**src/rd_ig_pkg.sv**
```systemverilog
/*
  widths, packet layouts and the client remap table of the read ingress converter
  rd_cmd_t keeps the split-command packing with axid in the low bits
*/
package rd_ig_pkg;

  // ==============================
  // widths
  // ==============================

  // byte address into memory
  localparam int mem_addr_width = 32;
  // one memory atom is 32 bytes
  localparam int atomic_log2 = 5;
  localparam int num_read_clients = 10;
  // up to 256 beats outstanding, plus margin
  localparam int os_cnt_width = 9;
  localparam int os_limit_width = 8;

  // ==============================
  // plain vector types
  // ==============================

  typedef logic [mem_addr_width-1:0] mem_addr_t;
  typedef logic [3:0]                axid_t;
  // size in atoms, minus one
  typedef logic [2:0]                cmd_size_t;
  typedef logic [1:0]                ar_len_t;
  typedef logic [3:0]                thread_id_t;
  typedef logic [os_cnt_width-1:0]   os_cnt_t;
  typedef logic [os_limit_width-1:0] os_limit_t;

  // ==============================
  // packets
  // ==============================

  // split read command, msb first
  typedef struct packed {
    logic      ftran;
    logic      ltran;
    logic      odd;
    logic      swizzle;
    cmd_size_t size;
    mem_addr_t addr;
    axid_t     axid;
  } rd_cmd_t;

  // read address beat toward the bus
  typedef struct packed {
    axid_t     axid;
    mem_addr_t addr;
    ar_len_t   len;
  } ar_cmd_t;

  // context entry, read back by the egress side
  typedef struct packed {
    logic    ltran;
    logic    odd;
    logic    swizzle;
    ar_len_t lens;
  } cq_entry_t;

  // axid per context-queue thread
  // position in the table is the thread id
  localparam axid_t client_remap [0:num_read_clients-1] = '{
    4'd0, 4'd8, 4'd9, 4'd3, 4'd2, 4'd4, 4'd1, 4'd5, 4'd7, 4'd6
  };

endpackage

```
**src/rd_ig_credit_ctrl.sv**
```systemverilog
/*
  outstanding read beat credits and admission interlock
  assumes eg2ig_axi_vld never retires more beats than were issued
*/
`timescale 1ns/1ps

module rd_ig_credit_ctrl (
  input  logic                 nvdla_core_clk,
  input  logic                 nvdla_core_rstn,
  input  logic                 req_valid,
  input  rd_ig_pkg::ar_len_t   ar_len,
  input  logic                 cq_wr_prdy,
  input  logic                 pipe_in_ready,
  input  logic                 eg2ig_axi_vld,
  input  rd_ig_pkg::os_limit_t reg2dp_rd_os_cnt,
  output logic                 req_ready,
  output logic                 cq_wr_pvld,
  output logic                 pipe_in_valid
);

  import rd_ig_pkg::*;

  // one bit wider than the counter, room for the compare
  localparam int ext_width = os_cnt_width + 1;

  logic                 eg2ig_axi_vld_d;
  os_cnt_t              os_cnt;
  os_cnt_t              os_cnt_nxt;
  logic [2:0]           cmd_beats;
  logic [2:0]           inp_add;
  logic [ext_width-1:0] os_inp_nxt;
  logic [ext_width-1:0] limit_ext;
  logic                 os_cnt_full;
  logic                 os_cnt_add_en;
  logic                 os_cnt_sub_en;
  logic [2:0]           os_cnt_add;

  // ==============================
  // return delay
  // ==============================

  always_ff @(posedge nvdla_core_clk or negedge nvdla_core_rstn) begin
    if (!nvdla_core_rstn) begin
      eg2ig_axi_vld_d <= 1'b0;
    end else begin
      eg2ig_axi_vld_d <= eg2ig_axi_vld;
    end
  end

  // ==============================
  // full check
  // ==============================

  // beats in one command, len plus 1
  assign cmd_beats = {1'b0, ar_len} + 3'd1;

  // pending command counts only while it is offered
  assign inp_add = req_valid ? cmd_beats : 3'd0;

  // count if this command went in, minus the delayed return
  assign os_inp_nxt = ext_width'({1'b0, os_cnt}) + ext_width'(inp_add)
                    - ext_width'(eg2ig_axi_vld_d);

  // limit plus one beat of slack
  assign limit_ext   = ext_width'(reg2dp_rd_os_cnt) + ext_width'(1);
  assign os_cnt_full = os_inp_nxt > limit_ext;

  // ==============================
  // handshakes
  // ==============================

  // each side waits for the other, a command lands in both or neither
  assign pipe_in_valid = req_valid & cq_wr_prdy & !os_cnt_full;
  assign cq_wr_pvld    = req_valid & pipe_in_ready & !os_cnt_full;
  assign req_ready     = pipe_in_ready & cq_wr_prdy & !os_cnt_full;

  // ==============================
  // outstanding counter
  // ==============================

  assign os_cnt_add_en = pipe_in_valid & pipe_in_ready;
  assign os_cnt_sub_en = eg2ig_axi_vld_d;
  assign os_cnt_add    = os_cnt_add_en ? cmd_beats : 3'd0;

  assign os_cnt_nxt = os_cnt + os_cnt_t'(os_cnt_add) - os_cnt_t'(os_cnt_sub_en);

  always_ff @(posedge nvdla_core_clk or negedge nvdla_core_rstn) begin
    if (!nvdla_core_rstn) begin
      os_cnt <= '0;
    end else if (os_cnt_add_en || os_cnt_sub_en) begin
      os_cnt <= os_cnt_nxt;
    end
  end

endmodule

```
**src/rd_ig_cmd_decode.sv**
```systemverilog
/*
  combinational unpack of a split read command
  ftran and size bit 2 are ignored, a command spans at most 4 atoms
*/
`timescale 1ns/1ps

module rd_ig_cmd_decode (
  input  rd_ig_pkg::rd_cmd_t    req_pd,
  output rd_ig_pkg::ar_cmd_t    ar_cmd,
  output rd_ig_pkg::cq_entry_t  cq_entry,
  output rd_ig_pkg::thread_id_t thread_id
);

  import rd_ig_pkg::*;

  ar_len_t   axi_len;
  mem_addr_t axi_addr;

  // ==============================
  // AR beat
  // ==============================

  // atom aligned, low bits cleared
  assign axi_addr = {req_pd.addr[mem_addr_width-1:atomic_log2], {atomic_log2{1'b0}}};

  // commands never span more than 4 atoms
  assign axi_len = req_pd.size[1:0];

  always_comb begin
    ar_cmd.axid = req_pd.axid;
    ar_cmd.addr = axi_addr;
    ar_cmd.len  = axi_len;
  end

  // ==============================
  // context entry
  // ==============================

  // egress side rebuilds the data order from these
  always_comb begin
    cq_entry.lens    = axi_len;
    cq_entry.swizzle = req_pd.swizzle;
    cq_entry.odd     = req_pd.odd;
    cq_entry.ltran   = req_pd.ltran;
  end

  // ==============================
  // thread lookup
  // ==============================

  // unknown axid falls to thread 0
  always_comb begin
    thread_id = '0;
    // walk down so the lowest matching position wins
    for (int i = num_read_clients - 1; i >= 0; i--) begin
      if (req_pd.axid == client_remap[i]) begin
        thread_id = thread_id_t'(i);
      end
    end
  end

endmodule

```
**src/rd_ig_ar_skid_pipe.sv**
```systemverilog
/*
  one stage valid/ready pipe, skid buffer then bubble-collapsing register
  in_ready is a flop, no comb path from out_ready
*/
`timescale 1ns/1ps

module rd_ig_ar_skid_pipe (
  input  logic               nvdla_core_clk,
  input  logic               nvdla_core_rstn,
  input  logic               in_valid,
  output logic               in_ready,
  input  rd_ig_pkg::ar_cmd_t in_cmd,
  output logic               out_valid,
  input  logic               out_ready,
  output rd_ig_pkg::ar_cmd_t out_cmd
);

  import rd_ig_pkg::*;

  logic    skid_catch;
  logic    skid_ready;
  logic    skid_valid;
  ar_cmd_t skid_data;
  logic    skid_pipe_valid;
  logic    skid_pipe_ready;
  ar_cmd_t skid_pipe_data;
  logic    pipe_valid;
  logic    pipe_ready_bc;
  ar_cmd_t pipe_data;

  // ==============================
  // skid stage
  // ==============================

  // beat arrives while we still said ready but the next stage is stalled
  assign skid_catch = in_valid && in_ready && !skid_pipe_ready;

  // a full skid frees once the next stage takes it
  assign skid_ready = skid_valid ? skid_pipe_ready : !skid_catch;

  always_ff @(posedge nvdla_core_clk or negedge nvdla_core_rstn) begin
    if (!nvdla_core_rstn) begin
      skid_valid <= 1'b0;
      in_ready   <= 1'b1;
    end else begin
      skid_valid <= skid_valid ? !skid_pipe_ready : skid_catch;
      in_ready   <= skid_ready;
    end
  end

  // skid payload, written on a catch
  always_ff @(posedge nvdla_core_clk) begin
    if (skid_catch) begin
      skid_data <= in_cmd;
    end
  end

  // pass-through while ready, else drain the skid
  assign skid_pipe_valid = in_ready ? in_valid : skid_valid;
  assign skid_pipe_data  = in_ready ? in_cmd : skid_data;

  // ==============================
  // output register
  // ==============================

  // empty register takes a beat even when out_ready is low
  assign pipe_ready_bc   = out_ready || !pipe_valid;
  assign skid_pipe_ready = pipe_ready_bc;

  always_ff @(posedge nvdla_core_clk or negedge nvdla_core_rstn) begin
    if (!nvdla_core_rstn) begin
      pipe_valid <= 1'b0;
    end else if (pipe_ready_bc) begin
      pipe_valid <= skid_pipe_valid;
    end
  end

  always_ff @(posedge nvdla_core_clk) begin
    if (pipe_ready_bc && skid_pipe_valid) begin
      pipe_data <= skid_pipe_data;
    end
  end

  assign out_valid = pipe_valid;
  assign out_cmd   = pipe_data;

endmodule

```
**src/rd_ig_cvt.sv**
```systemverilog
/*
  read request ingress converter, one command in gives one AR beat and one cq write
  reg2dp_rd_os_cnt must stay static while reads are in flight
*/
`timescale 1ns/1ps

module rd_ig_cvt (
  input  logic                   nvdla_core_clk,
  input  logic                   nvdla_core_rstn,
  // split read commands
  input  logic                   req_valid,
  output logic                   req_ready,
  input  rd_ig_pkg::rd_cmd_t     req_pd,
  // context queue write
  output logic                   cq_wr_pvld,
  input  logic                   cq_wr_prdy,
  output rd_ig_pkg::thread_id_t  cq_wr_thread_id,
  output rd_ig_pkg::cq_entry_t   cq_wr_pd,
  // read address channel
  output logic                   ar_valid,
  input  logic                   ar_ready,
  output rd_ig_pkg::ar_cmd_t     ar_cmd,
  // beat retired on the egress side
  input  logic                   eg2ig_axi_vld,
  input  rd_ig_pkg::os_limit_t   reg2dp_rd_os_cnt
);

  import rd_ig_pkg::*;

  // ==============================
  // internal wires
  // ==============================

  ar_cmd_t dec_ar_cmd;
  logic    pipe_in_valid;
  logic    pipe_in_ready;

  // unpack, zero-cycle
  rd_ig_cmd_decode u_cmd_decode (
    .req_pd    (req_pd),
    .ar_cmd    (dec_ar_cmd),
    .cq_entry  (cq_wr_pd),
    .thread_id (cq_wr_thread_id)
  );

  // credits and the cq / pipe interlock
  rd_ig_credit_ctrl u_credit_ctrl (
    .nvdla_core_clk   (nvdla_core_clk),
    .nvdla_core_rstn  (nvdla_core_rstn),
    .req_valid        (req_valid),
    .ar_len           (dec_ar_cmd.len),
    .cq_wr_prdy       (cq_wr_prdy),
    .pipe_in_ready    (pipe_in_ready),
    .eg2ig_axi_vld    (eg2ig_axi_vld),
    .reg2dp_rd_os_cnt (reg2dp_rd_os_cnt),
    .req_ready        (req_ready),
    .cq_wr_pvld       (cq_wr_pvld),
    .pipe_in_valid    (pipe_in_valid)
  );

  // one stage toward AR, no comb path back from ar_ready
  rd_ig_ar_skid_pipe u_ar_pipe (
    .nvdla_core_clk  (nvdla_core_clk),
    .nvdla_core_rstn (nvdla_core_rstn),
    .in_valid        (pipe_in_valid),
    .in_ready        (pipe_in_ready),
    .in_cmd          (dec_ar_cmd),
    .out_valid       (ar_valid),
    .out_ready       (ar_ready),
    .out_cmd         (ar_cmd)
  );

endmodule

```
**config.mk**
```make
export PLATFORM = sky130hd
export DESIGN_NAME = rd_ig_cvt
export DESIGN_NICKNAME = d
export VERILOG_FILES = /design/src/rd_ig_pkg.sv /design/src/rd_ig_credit_ctrl.sv /design/src/rd_ig_cmd_decode.sv /design/src/rd_ig_ar_skid_pipe.sv /design/src/rd_ig_cvt.sv
export SDC_FILE = /design/constraint.sdc
export NUM_CORES = 1
export LEC_CHECK = 0
export ABC_AREA = 1
export BUFFER_PORTS_ARGS = -buffer_cell sky130_fd_sc_hd__buf_2
export CORE_UTILIZATION = 40
export CTS_CLUSTER_SIZE = 16
export DETAILED_ROUTE_END_ITERATION = 10
export SYNTH_ARGS = -nofsm -noshare
export SYNTH_HDL_FRONTEND = slang
export SYNTH_SLANG_ARGS = --single-unit
```
**constraint.sdc**
```tcl
create_clock -name nvdla_core_clk -period 5.1 [get_ports nvdla_core_clk]
set_clock_uncertainty 0.1 [all_clocks]
set_input_delay 0.255 -clock nvdla_core_clk [delete_from_list [all_inputs] [get_ports nvdla_core_clk]]
set_output_delay 0.255 -clock nvdla_core_clk [all_outputs]
set_load 0.005 [all_outputs]
```
-- Yosys cells after proc, flatten, opt, wreduce, memory -nomap -nowiden
Index checks and enable logic that the tools add are counted.
W data, S select, Z words.
- register bits: 79
- bits in latches: 0
- memory bits (writable): 0
- bits in read-only memories: 0
- bits of input ports: 57
- output and inout bits: 50
- logic and storage cells: 60
- memories kept: 0
- $add $sub $neg: 6
- $mul: 0
- divide/modulo/power cells: 0
- $lt $le $gt $ge: 1
- equal/unequal tests: 9
- shift-type cells: 0
- mux-type cells: 16
- bitwise operators: 7
- reduce and logical (&&, ||, !) cells: 10
- operators by type and width (cell ; number):
    $mux W4 ; 10
    $mux W38 ; 1
    $eq A4 B3 Y1 const B ; 4
    $add A9 B3 Y10 ; 1
    $gt A10 B10 Y1 ; 1
    $sub A10 B1 Y10 ; 1
    $add A8 B1 Y9 const B ; 1
    $add A9 B3 Y9 ; 1
    $sub A9 B1 Y9 ; 1
    $eq A4 B2 Y1 const B ; 2
    $eq A4 B4 Y1 const B ; 2
    $and A1 B1 Y1 ; 7
    $mux W3 ; 2
    $eq A4 B1 Y1 const B ; 1
    $logic_not A1 Y1 ; 4
    $logic_not A4 Y1 ; 1
    $add A2 B1 Y3 const B ; 1
    $logic_and A1 B1 Y1 ; 3
    $mux W1 ; 3
    $logic_or A1 B1 Y1 ; 2

-- Logic depth before layout (Yosys ltp)
- depth after elaboration: 11
- gate-level depth with buffers: 34
- gate-level depth less buffers: 34

-- Cells and area by module
Synthesis repeated with hierarchy kept, for this count alone.
- cell total of the unflattened synthesis: 496
- area, all modules: 4873.4 sq um
- by module, submodules not included (module ; instances ; cells an instance ; area an instance (sq um)):
    rd_ig_ar_skid_pipe ; 1 ; 215 ; 2906.5
    rd_ig_credit_ctrl ; 1 ; 215 ; 1542.7
    rd_ig_cmd_decode ; 1 ; 66 ; 424.2

-- Worst setup path before layout
Ideal clock, no wire load.
- kind: input -> register
- start: input req_pd[36] (netlist name)
- end: register u_ar_pipe.skid_data[0] (netlist name), enable pin
- library setup time: 423 ps
- arrival time: 4231 ps
- path slack: 346 ps
- cell stages on the path: 21
- path buffers: 1
- cell sequence: ha_1 -> nand2_1 -> ha_1 -> inv_1 -> ha_1 -> a31oi_1 -> o21ai_0 -> xor2_1 -> ha_1 -> nand2_1 -> nor2_1 -> nand2_1 -> nand3_1 -> nand2_1 -> nand2_1 -> nand2_1 -> nand2_1 -> nand2_1 -> nand4_4 -> buf_6 -> nor2_1
- longest elaborated chain between the ends: 9
- RTL lines (item ; line ; source):
    from (decl) ; rd_ig_cvt.sv:13 ; input rd_ig_pkg::rd_cmd_t req_pd,
    $add A2 B1 Y3 ; rd_ig_credit_ctrl.sv:55 ; assign cmd_beats = {1'b0, ar_len} + 3'd1;
    $mux W3 ; rd_ig_credit_ctrl.sv:58 ; assign inp_add = req_valid ? cmd_beats : 3'd0;
    $add A9 B3 Y10 ; rd_ig_credit_ctrl.sv:61 ; assign os_inp_nxt = ext_width'({1'b0, os_cnt}) + ext_width'(inp_add)
    $sub A10 B1 Y10 ; rd_ig_credit_ctrl.sv:62 ; - ext_width'(eg2ig_axi_vld_d);
    $gt A10 B10 Y1 ; rd_ig_credit_ctrl.sv:66 ; assign os_cnt_full = os_inp_nxt > limit_ext;
    $logic_not A1 Y1 ; rd_ig_credit_ctrl.sv:73 ; assign pipe_in_valid = req_valid & cq_wr_prdy & !os_cnt_full;
    $and A1 B1 Y1 ; rd_ig_credit_ctrl.sv:73 ;
    $logic_and A1 B1 Y1 (2 in a row) ; rd_ig_ar_skid_pipe.sv:36 ; assign skid_catch = in_valid && in_ready && !skid_pipe_ready;
    net u_ar_pipe.skid_catch ; rd_ig_ar_skid_pipe.sv:20 ; logic skid_catch;
    to (signal assigned) ; rd_ig_ar_skid_pipe.sv:54 ; skid_data <= in_cmd;
    to (decl) ; rd_ig_ar_skid_pipe.sv:23 ; ar_cmd_t skid_data;
The timed path passes the listed nets, and every way through them passes these cells.
A chain may end at the register's enable or synchronous reset.

-- Worst setup path in the final report
- start: register u_credit_ctrl.eg2ig_axi_vld_d
- end: register u_credit_ctrl.os_cnt[7]
- longest elaborated chain between the ends: 8
- elaborated cells between the ends (all ways): 9
- classes of those cells: 3 x add/sub; 1 x order compare; 1 x mux; 2 x bitwise; 2 x reduce/logical
- RTL lines (item ; line ; source):
    from (decl) ; rd_ig_credit_ctrl.sv:26 ; logic eg2ig_axi_vld_d;
    from (signal assigned) ; rd_ig_credit_ctrl.sv:46 ; eg2ig_axi_vld_d <= eg2ig_axi_vld;
    $sub A10 B1 Y10 ; rd_ig_credit_ctrl.sv:62 ;
    $gt A10 B10 Y1 ; rd_ig_credit_ctrl.sv:66 ;
    $logic_not A1 Y1 ; rd_ig_credit_ctrl.sv:73 ;
    $and A1 B1 Y1 ; rd_ig_credit_ctrl.sv:73 ;
    $and A1 B1 Y1 ; rd_ig_credit_ctrl.sv:81 ; assign os_cnt_add_en = pipe_in_valid & pipe_in_ready;
    $mux W3 ; rd_ig_credit_ctrl.sv:83 ; assign os_cnt_add = os_cnt_add_en ? cmd_beats : 3'd0;
    $add A9 B3 Y9 ; rd_ig_credit_ctrl.sv:85 ; assign os_cnt_nxt = os_cnt + os_cnt_t'(os_cnt_add) - os_cnt_t'(os_cnt_sub_en);
    $sub A9 B1 Y9 ; rd_ig_credit_ctrl.sv:85 ;
    to (signal assigned) ; rd_ig_credit_ctrl.sv:91 ; os_cnt <= os_cnt_nxt;
    to (decl) ; rd_ig_credit_ctrl.sv:27 ; os_cnt_t os_cnt;
Several ways; a longest one is shown, not always the timed one.

==> metrics.csv <==
stage,metric,value,unit
synthesis,mean post-synth cell area,9.81,um^2
synthesis,Cells after Synth,426,
synthesis,register area share after synthesis,55.2,%
clocking,CTS root buf,clkbuf_8,
timing,count of final hold-check violations,0,
cells_and_area,Layout Nets,630,
setup_path,CP Data Arrival Time,4.89,ns
clocking,clock-pin transition on the worst setup and hold timing paths,0.08,ns
setup_path,CP Max Fanout,4,
setup_path,"Buf+Inv Stages, Crit Path",3,
grt,vias in the first global route,3077,
setup_path,Critical Path End Type,flip-flop,
cells_and_area,layout cells sized above 1,23.0,%
grt,GR Util All Layers,16.2,%
setup_path,r2r setup slk,0.39,ns
status,outcome,completed,
drt,final routed DRC violation total,0,
clocking,H-tree depth,3,
clocking,CTS max path bufs,2,
synthesis,Synth top area share,47.4,%
hold_path,worst hold path class,primary input to flip-flop,
setup_path,crit start category,flip-flop,
floorplanning,IO Pins,107,
setup_path,Worst path slowest cell,fa_1,
synthesis,top_reg_cell synth,edfxtp_1,
setup_path,Critical Path RT,5.28,ns
place,placer's final routability congestion estimate,0.761,
timing,f_max,212,MHz
cells_and_area,antenna cells,0,
timing,setup tns final,0,ns
synthesis,Yosys top cell by area,edfxtp_1,
timing,Period minus WS final,4.71,ns
timing,Slew Limit Fails,0,
clocking,worst skew pair latency,0.34,ns
synthesis,commonest cells in the netlist,"nand2_1, edfxtp_1, inv_1",
cells_and_area,Layout area overhead,25.5,%
flow_run,Max Cap Viol,0,
floorplanning,core area,9950,um^2
synthesis,Synth Register Bits,79,
drt,WL final,8440,um
timing,RSZ-0062 raised after global routing,false,
power,Power Density,579,nW/um^2
floorplanning,Starting Density,42.0,%
floorplanning,Die H,104,um
synthesis,Synth cell types,30,
place,post-DP HPWL,5920,um
synthesis,cell with the most instances after synthesis,nand2_1,
grt,initial antenna violation count,0,
power,P_leak,2.46,nW
floorplanning,Rows,36,
setup_path,CP top delay family,adder cells,
drt,drt wl/cell,12.4,um
power,Peak VDD IR,0.000332,V
setup_path,worst stage delay on the critical path,0.42,ns
clocking,Num CTS Buffers,9,
drt,Pre-Repair DR Iteration Count,4,
drt,antenna-violating nets left,0,
timing,WHS,0.0248,ns
synthesis,top post-synthesis cells by area,"edfxtp_1, nand2_1, ha_1",
synthesis,number of flops mapped to enable cells by yosys,66,
synthesis,yosys warns,0,
timing,relative slew slack,21.2,%
clocking,CTS tree,yes,
setup_path,Setup CP Type,flip-flop to flip-flop,
place,count of input and output buffers,88,
drt,drt via density,4.57,
drt,via count,3109,
clocking,CTS Sinks,79,
floorplanning,full die area,10900,um^2
timing,# setup viols final,0,
timing,Worst-Margin Slew,1.18,ns
timing,final period utilization,92.4,%
grt,grt ovf,0,
floorplanning,Die X,104,um
synthesis,post-synthesis async set-or-reset flop share,16.5,%
synthesis,Post-Syn Area,4180,um^2
drt,Iteration-0 DRC Markers,115,
grt,first-pass GRT wire length,14200,um
grt,largest net degree at the start of global routing,39,
setup_path,most frequent CP cell,nand2_1,
## worst reg2reg max path, delay by kind of cell, from the launching register on
family | cells | cell delay, ns
adders and majority gates | 6 | 1.89
and+or+nand+nor | 15 | 1.29
AOI/OAI and AO/OA | 4 | 0.48
xor gates and xnor gates | 2 | 0.35
DFF | 1 | 0.41
buffers and inverters | 3 | 0.15
## cell families (layout without fill, tap and decap cells)
family / count (synthesis) / after routing / share of synthesized area [%]
fa+ha+maj: 31 / 31 / 9.64
simple gates: 198 / 198 / 19.7
xor+xnor: 20 / 20 / 4.19
buf+inv: 68 / 185 / 7.36
flops: 79 / 79 / 55.2
other cells: 1 / 5 / 0.0897
compound gates: 29 / 29 / 3.77
## state kept, by name, summed over array words and instances (netlist names)
register,flops
u_credit_ctrl.eg2ig_axi_vld_d,1
u_ar_pipe.skid_data,33
u_credit_ctrl.os_cnt,9
u_ar_pipe.out_valid,1
u_ar_pipe.in_ready,1
u_ar_pipe.skid_valid,1
u_ar_pipe.out_cmd,33
## through the flow
step	std cells	util (%)	worst slack, ns	power [W]	instance area, um^2
2_1_floorplan	430	-	0.346	0.00208	4200
3_3_place_gp	637	47.5	0.151	0.00244	4730
3_5_place_dp	637	47.5	0.0539	0.00248	4730
6_report	680	52.7	0.386	0.00304	5250
5_1_grt	680	52.7	0.0292	0.00333	5250
4_1_cts	680	52.4	0.203	0.00301	5220
## layout make-up
| type | count | area, um^2 |
|---|---|---|
| tap | 133 | 166 |
| clock inverter | 6 | 91.3 |
| sequential | 79 | 2310 |
| clock buffer | 10 | 128 |
| fill | 903 | 4710 |
| multi-input combinational | 283 | 1620 |
| timing repair buffer | 120 | 748 |
| inverter | 49 | 184 |
## what timing repair did
item                                    CTS  global route
endpoints found under the setup margin    0             5
hold buffers                             27             0
hold endpoints to repair                 39             0
setup buffers                             0             0
resized for setup                         0             9
## per-layer routing
layer  up-vias  GRT usage [%]  part of all wire [%]
met4         0           4.69                   1.1
met3         9           3.63                   4.6
met2        80           28.0                    49
met1      1417           20.4                    46
met5         -              0                     0
li1       1603              -                     -
## layout by cell type, fill, tap and decap left out, types with 3 or more instances in the layout
cell type,count
xor2_1,16
dlygate4sd3_1,27
a21oi_1,11
ha_1,28
nor2_1,13
nand3b_1,4
o21ai_0,11
dfrtp_1,12
a21oi_2,3
xnor2_1,4
edfxtp_1,66
nand3_1,21
buf_2,88
clkbuf_8,9
buf_4,5
nand2_1,149
inv_1,47
conb_1,5
nand2_2,3
## final timing paths
path,startpoint,endpoint,depth (start not counted)
setup / recovery,u_credit_ctrl.eg2ig_axi_vld_d$_DFF_PN0_,u_credit_ctrl.os_cnt[7]$_DFFE_PN0P_,30
hold / removal,req_pd[17],u_ar_pipe.skid_data[15]$_DFFE_PP_,1
setup reg to reg,u_credit_ctrl.eg2ig_axi_vld_d$_DFF_PN0_,u_credit_ctrl.os_cnt[7]$_DFFE_PN0P_,30
hold reg to reg,u_ar_pipe.skid_valid$_DFF_PN0_,u_ar_pipe.in_ready$_DFF_PN1_,3
max in group asynchronous,nvdla_core_rstn,u_ar_pipe.in_ready$_DFF_PN1_,2
min in group asynchronous,nvdla_core_rstn,u_credit_ctrl.os_cnt[2]$_DFFE_PN0P_,2
## report_power, final
| group | switching (W) | total, W | internal [W] |
|---|---|---|---|
| registers | 0.0000537 | 0.000911 | 0.000858 |
| logic | 0.000956 | 0.00162 | 0.000667 |
| clock network | 0.000226 | 0.000505 | 0.000279 |
(Power assumes the default switching activity.)
